**src/verilog/spi_ram_pkg.sv**
```systemverilog
////////////////////////////////////////////////////////////
// spi ram bridge shared types and frame constants
// frame: cmd byte, 16-bit address msb first, data bytes
// read frames carry one dummy byte before the data
////////////////////////////////////////////////////////////

`default_nettype none

package spi_ram_pkg;

  localparam int unsigned BYTE_W = 8;   // spi shift and ram word width
  localparam int unsigned ADDR_W = 16;  // address field in the frame
  localparam int unsigned CNT_W  = 6;   // header count plus data phase flag

  // data byte on the shift path and ram ports
  typedef logic [BYTE_W-1:0] byte_t;

  // full frame address, ram uses the low bits only
  typedef logic [ADDR_W-1:0] addr_t;

  // frame bit counter, msb set once the header is in
  typedef logic [CNT_W-1:0] bit_cnt_t;

  // cmd byte + two address bytes
  localparam int unsigned HDR_BITS = BYTE_W + ADDR_W;

  // command bytes, slave decodes bit 0 only
  localparam byte_t CMD_WRITE = 8'h00;
  localparam byte_t CMD_READ  = 8'h01;

endpackage : spi_ram_pkg

`default_nettype wire

```
**src/verilog/spi_rw_slave.sv**
```systemverilog
////////////////////////////////////////////////////////////
// spi mode 0 slave with ram read/write requests
// sclk, mosi and ss are oversampled by clk (>= 8x sclk)
// write: 00 addr_hi addr_lo data...
// read:  01 addr_hi addr_lo dummy data...
////////////////////////////////////////////////////////////

`timescale 1ns/1ps
`default_nettype none

module spi_rw_slave
  import spi_ram_pkg::*;
#(
  parameter int unsigned MEM_AW = 10  // ram address width, 4..16
)
(
  input  wire              clk,
  input  wire              csn,     // async reset, active high
  input  wire              sclk,    // spi clock, generic pin
  input  wire              mosi,
  input  wire              ss,      // spi select, active low
  output logic             miso,
  output logic             miso_oe, // pad enable, select active
  output logic             rd,      // one clk read request
  output logic             wr,      // one clk write request
  output logic [MEM_AW-1:0] addr,
  output byte_t            wdata,
  input  wire byte_t       rdata    // valid clk after rd
);

  // two flop synchronizers, bit 1 is the usable side
  logic [1:0] sclk_sync;
  logic [1:0] mosi_sync;
  logic [1:0] ss_sync;
  logic       sclk_d;     // delayed sclk for edge detect

  logic sclk_s;
  logic mosi_s;
  logic ss_s;
  logic sclk_rise;

  // frame state
  bit_cnt_t bit_cnt;      // 23..0 in header, then msb set
  byte_t    shift_q;      // shared in/out shift register
  logic     cmd_rd;       // bit 0 of the command byte
  addr_t    addr_q;       // frame address, steps per data byte

  // per edge strobes
  logic hdr_bit;          // edge inside cmd/addr header
  logic dat_bit;          // edge inside data phase
  logic rd_frame;
  logic byte_end;         // last bit of a data byte
  logic step_addr;        // first bit of 2nd and later data bytes
  logic rd_req;
  logic wr_req;

  assign sclk_s = sclk_sync[1];
  assign mosi_s = mosi_sync[1];
  assign ss_s   = ss_sync[1];

  assign sclk_rise = sclk_s & ~sclk_d;  // one clk after sync output rises

  always_ff @(posedge clk or posedge csn)
  begin
    if (csn)
    begin
      sclk_sync <= 2'b00;
      mosi_sync <= 2'b00;
      ss_sync   <= 2'b11;   // deselected out of reset
      sclk_d    <= 1'b0;
    end
    else
    begin
      sclk_sync <= {sclk_sync[0], sclk};
      mosi_sync <= {mosi_sync[0], mosi};
      ss_sync   <= {ss_sync[0], ss};
      sclk_d    <= sclk_s;
    end
  end

  assign rd_frame = (cmd_rd == CMD_READ[0]);

  assign hdr_bit   = ~ss_s & sclk_rise & ~bit_cnt[CNT_W-1];
  assign dat_bit   = ~ss_s & sclk_rise &  bit_cnt[CNT_W-1];
  assign byte_end  = dat_bit & (bit_cnt[2:0] == 3'd0);
  // bit 3 stays set through the first data byte, so no step there
  assign step_addr = dat_bit & (bit_cnt[3:0] == 4'd7);
  // one sclk before the last bit, data is back before byte_end
  assign rd_req    = dat_bit & rd_frame & (bit_cnt[2:0] == 3'd1);
  assign wr_req    = byte_end & ~rd_frame;

  // bit counter and request pulses
  always_ff @(posedge clk or posedge csn)
  begin
    if (csn)
    begin
      bit_cnt <= bit_cnt_t'(HDR_BITS - 1);
      rd      <= 1'b0;
      wr      <= 1'b0;
    end
    else
    begin
      rd <= rd_req;       // single clk pulses
      wr <= wr_req;
      if (ss_s)
      begin
        bit_cnt <= bit_cnt_t'(HDR_BITS - 1);  // deselect drops the frame
      end
      else if (hdr_bit)
      begin
        bit_cnt <= bit_cnt - 1'b1;   // 0 wraps to all ones, data phase
      end
      else if (dat_bit)
      begin
        bit_cnt[2:0] <= bit_cnt[2:0] - 1'b1;
        if (byte_end)
          bit_cnt[3] <= 1'b0;       // enable stepping from next byte on
      end
    end
  end

  // shift path and address register
  always_ff @(posedge clk)
  begin
    if (~ss_s && sclk_rise)
    begin
      if (byte_end && rd_frame)
        shift_q <= rdata;           // next byte to send
      else
        shift_q <= {shift_q[BYTE_W-2:0], mosi_s};
    end
    if (hdr_bit)
    begin
      // 24 bits in, 17 kept: cmd bit 0 ends up on top
      {cmd_rd, addr_q} <= {addr_q, mosi_s};
    end
    else if (step_addr)
    begin
      addr_q <= addr_q + 1'b1;
    end
  end

  assign addr  = addr_q[MEM_AW-1:0];   // ram wraps on its depth
  assign wdata = shift_q;              // full byte while wr is high

  // miso moves only after rising sclk, so mode 0 sampling is safe
  assign miso_oe = ~ss_s;
  assign miso    = ~ss_s & shift_q[BYTE_W-1];

  // ram sees one request kind at a time
  a_rd_wr_excl : assert property (@(posedge clk) disable iff (csn) !(rd && wr))
    else $error("spi_rw_slave: rd and wr high together");

  // a write only comes out of a selected frame
  a_wr_selected : assert property (@(posedge clk) disable iff (csn) wr |-> !ss_s)
    else $error("spi_rw_slave: wr while ss high");

endmodule : spi_rw_slave

`default_nettype wire

```
**config.mk**
```make
export PLATFORM = sky130hd
export DESIGN_NAME = spi_rw_slave
export DESIGN_NICKNAME = d
export VERILOG_FILES = /design/src/verilog/spi_ram_pkg.sv /design/src/verilog/spi_rw_slave.sv
export SDC_FILE = /design/constraint.sdc
export NUM_CORES = 1
export LEC_CHECK = 0
export ABC_AREA = 1
export ABC_CLOCK_PERIOD_IN_PS = 5680
export BUFFER_PORTS_ARGS = -buffer_cell sky130_fd_sc_hd__buf_2
export CORE_MARGIN = 2
export CORE_UTILIZATION = 60
export DETAILED_ROUTE_END_ITERATION = 12
export PLACE_DENSITY = 0.84
export SKIP_CTS_REPAIR_TIMING = 1
export SLEW_MARGIN = 40
export SYNTH_ARGS = -nofsm -noshare
export SYNTH_HDL_FRONTEND = slang
export SYNTH_SLANG_ARGS = --single-unit
```
**constraint.sdc**
```tcl
create_clock -name clk -period 5.68 [get_ports clk]
set_input_delay 0.852 -clock clk [delete_from_list [all_inputs] [get_ports clk]]
set_output_delay 0.852 -clock clk [all_outputs]
set_load 0.02 [all_outputs]
```
==> run metrics <==
H-tree Lvls 2; Via-to-Cell Ratio 5.16; FMAX slightly below 0.5 GHz; total track usage 0.203; Yosys top cell by area edfxtp_1; Area Growth Syn to Fin 8.01%; RSZ-0062 raised after global routing false; max-cap check violation count 0; Final Util 0.687; register area share after synthesis 0.522; register area 1130 um^2; final period utilization 0.359; Slew headroom 0.629; Max Root-Sink Buffers 2; CP bufs+invs 2; outcome completed; slew at the pin closest to its max-slew limit 0.556 ns; Worst Skew 0.0117 ns; Primary FF master, synth edfxtp_1; Worst Path Max Fanout 5; Die ar. 4120 um^2; Synth area leaders edfxtp_1 (35%), dfrtp_1 (10%), nand2_1 (10%); WP data arrival 1.19 ns; slowest cell delay on critical path about 0.6 ns; first-pass detailed-route iteration total 4; Clk pin slew, worst setup/hold paths around 0.11 ns; Post-synth EDFFs 25; vias in the first global route 1385; multi-input logic area 812 um^2; register bit total from synthesis 40; yosys warns 0; Max VDD drop 0.000161 V; CTS tree built; row count 21; DRT antenna net count 0; maximum number of pins on one net before global-route repair 22; Residual DRC 0; syn_nets 256; minimum clock period 2.04 ns; Synth top area share 0.346; CP max-delay cell dfstp_2; Post-DP HPWL approximately 2800 um; Sink Count 40; GPL Wtd Cong 0.809; Syn Std Cell Area 2170 um^2; chip width 64.2 um; Async SR Flop Fraction 0.375; clk root buf clkbuf_4; startpoint types register; layout cell share with drive strength beyond 1 0.258; DR vias about 1600; Die Span Y 64.2 um; Required @ worst endpoint 4.83 ns; CTS buffer count 5; # diodes 0; Initial Util 0.636; final setup fails 0; initial antenna violation count 0; Routed WL 3860 um; commonest non-fill, non-tap cell in the layout nand2_1; LEAKAGE between 1 and 1.5 nW; Crit path max-delay family flip-flops; Mean Syn Cell Area 9.13 um^2; Min-Delay Path Class register to register; global-route wire length before repair 6320 um; Slew Limit Fails 0; worst-skew pair later-pin latency 0.36 ns; Core Box Area 3420 um^2; Buffers on Ports 34; DRT iter0 DRCs 93; fin worst setup slack 3.64 ns; # nets final ~280; pre-CTS setup slack around 3.8 ns; crit path cell chain inv_2 -> buf_2; commonest non-fill, non-tap cells in the layout nand2_1 (58), buf_2 (34), inv_1 (29), edfxtp_1 (25), nor2_1 (21); setup TNS 0 ns; PwrDens 230 nW/um^2; I/O pin cnt 35; total gr overflow 0; Fill cells 274; Critical Path End Type output pin; WS Path Type register to output pin; Routed wire per std cell between 10 and 15 um; Final Hold Vio Count 0; Post-Synthesis Cells roughly 240; Synth cell types 28
[power breakdown]
| group | internal, mW | leakage (nW) | switching (mW) |
|---|---|---|---|
| sequential | 0.327 | 0.407 | 0.0123 |
| clock | 0.0482 | 0.0326 | 0.0922 |
| combinational | 0.0209 | 0.611 | 0.0391 |
| total | 0.396 | 1.05 | 0.144 |
[registers in the layout (all words and copies together) (netlist names)]
register,flops
sclk_sync,2
ss_sync,2
addr_q,16
wdata,8
sclk_d,1
mosi_sync,2
wr,1
bit_cnt,6
rd,1
cmd_rd,1
[final cells by class]
class	count	share of cell area
flip-flops and latches	40	0.483
multi-input cells	154	0.346
repair buffers	35	0.0757
inverters	30	0.0480
well taps	46	0.0245
clock buffers	6	0.0176
clock inverters	2	0.00480
[synthesized netlist by cell type, types with 2 or more instances]
cell type  instances
a31oi_1            2
xor2_1             4
nor2_2             3
nand3_1           15
nor3_1             2
nand4_1            4
dfstp_2            6
o21ai_2            9
dfrtp_1            9
edfxtp_1          25
ha_1               5
inv_1             29
o21ai_0           14
nor2_1            21
o21ai_1            2
xnor2_1            2
a21oi_1            3
buf_4             10
nor2_4             2
nand2_1           58
buf_6              3
nand2_2            4
[per-layer routing]
metal,GRT usage,share of wire
met5,0,0
met4,0.0957,0.020
met3,0.0528,0.054
met2,0.288,0.45
met1,0.293,0.47
[through the flow]
step / hold WS (ns) / std cells / total power [mW] / area (um^2)
floorplan: 0.331 / 238 / 0.387 / 2170
global placement: 0.332 / 305 / 0.401 / 2290
detailed placement: 0.336 / 305 / 0.406 / 2290
CTS: 0.364 / 313 / 0.544 / 2350
global route: 0.368 / 313 / 0.565 / 2350
finish: 0.360 / 313 / 0.540 / 2350
[cells by family (layout without fill, tap and decap cells)]
family	after synthesis	after routing	share of synthesized area
AO/OA/AOI/OAI	31	31	0.0893
XOR/XNOR	6	6	0.0242
AND/OR/NAND/NOR	112	112	0.232
adder cells (fa/ha/maj)	5	5	0.0288
buffers and inverters	44	73	0.104
flip-flops	40	40	0.522
[final timing paths]
kind,start,to,slack [ns],cells past startpoint
max,ss_sync[1],miso_oe,3.64,2
min in group asynchronous,csn,rd,0.52,2
max reg2reg,sclk_d,addr_q[4],3.77,7
min,sclk_sync[0],sclk_sync[1],0.36,0
max in group asynchronous,csn,ss_sync[1],4.79,2
min reg2reg,sclk_sync[0],sclk_sync[1],0.36,0
Note: power is estimated with default switching activity, not from simulation.
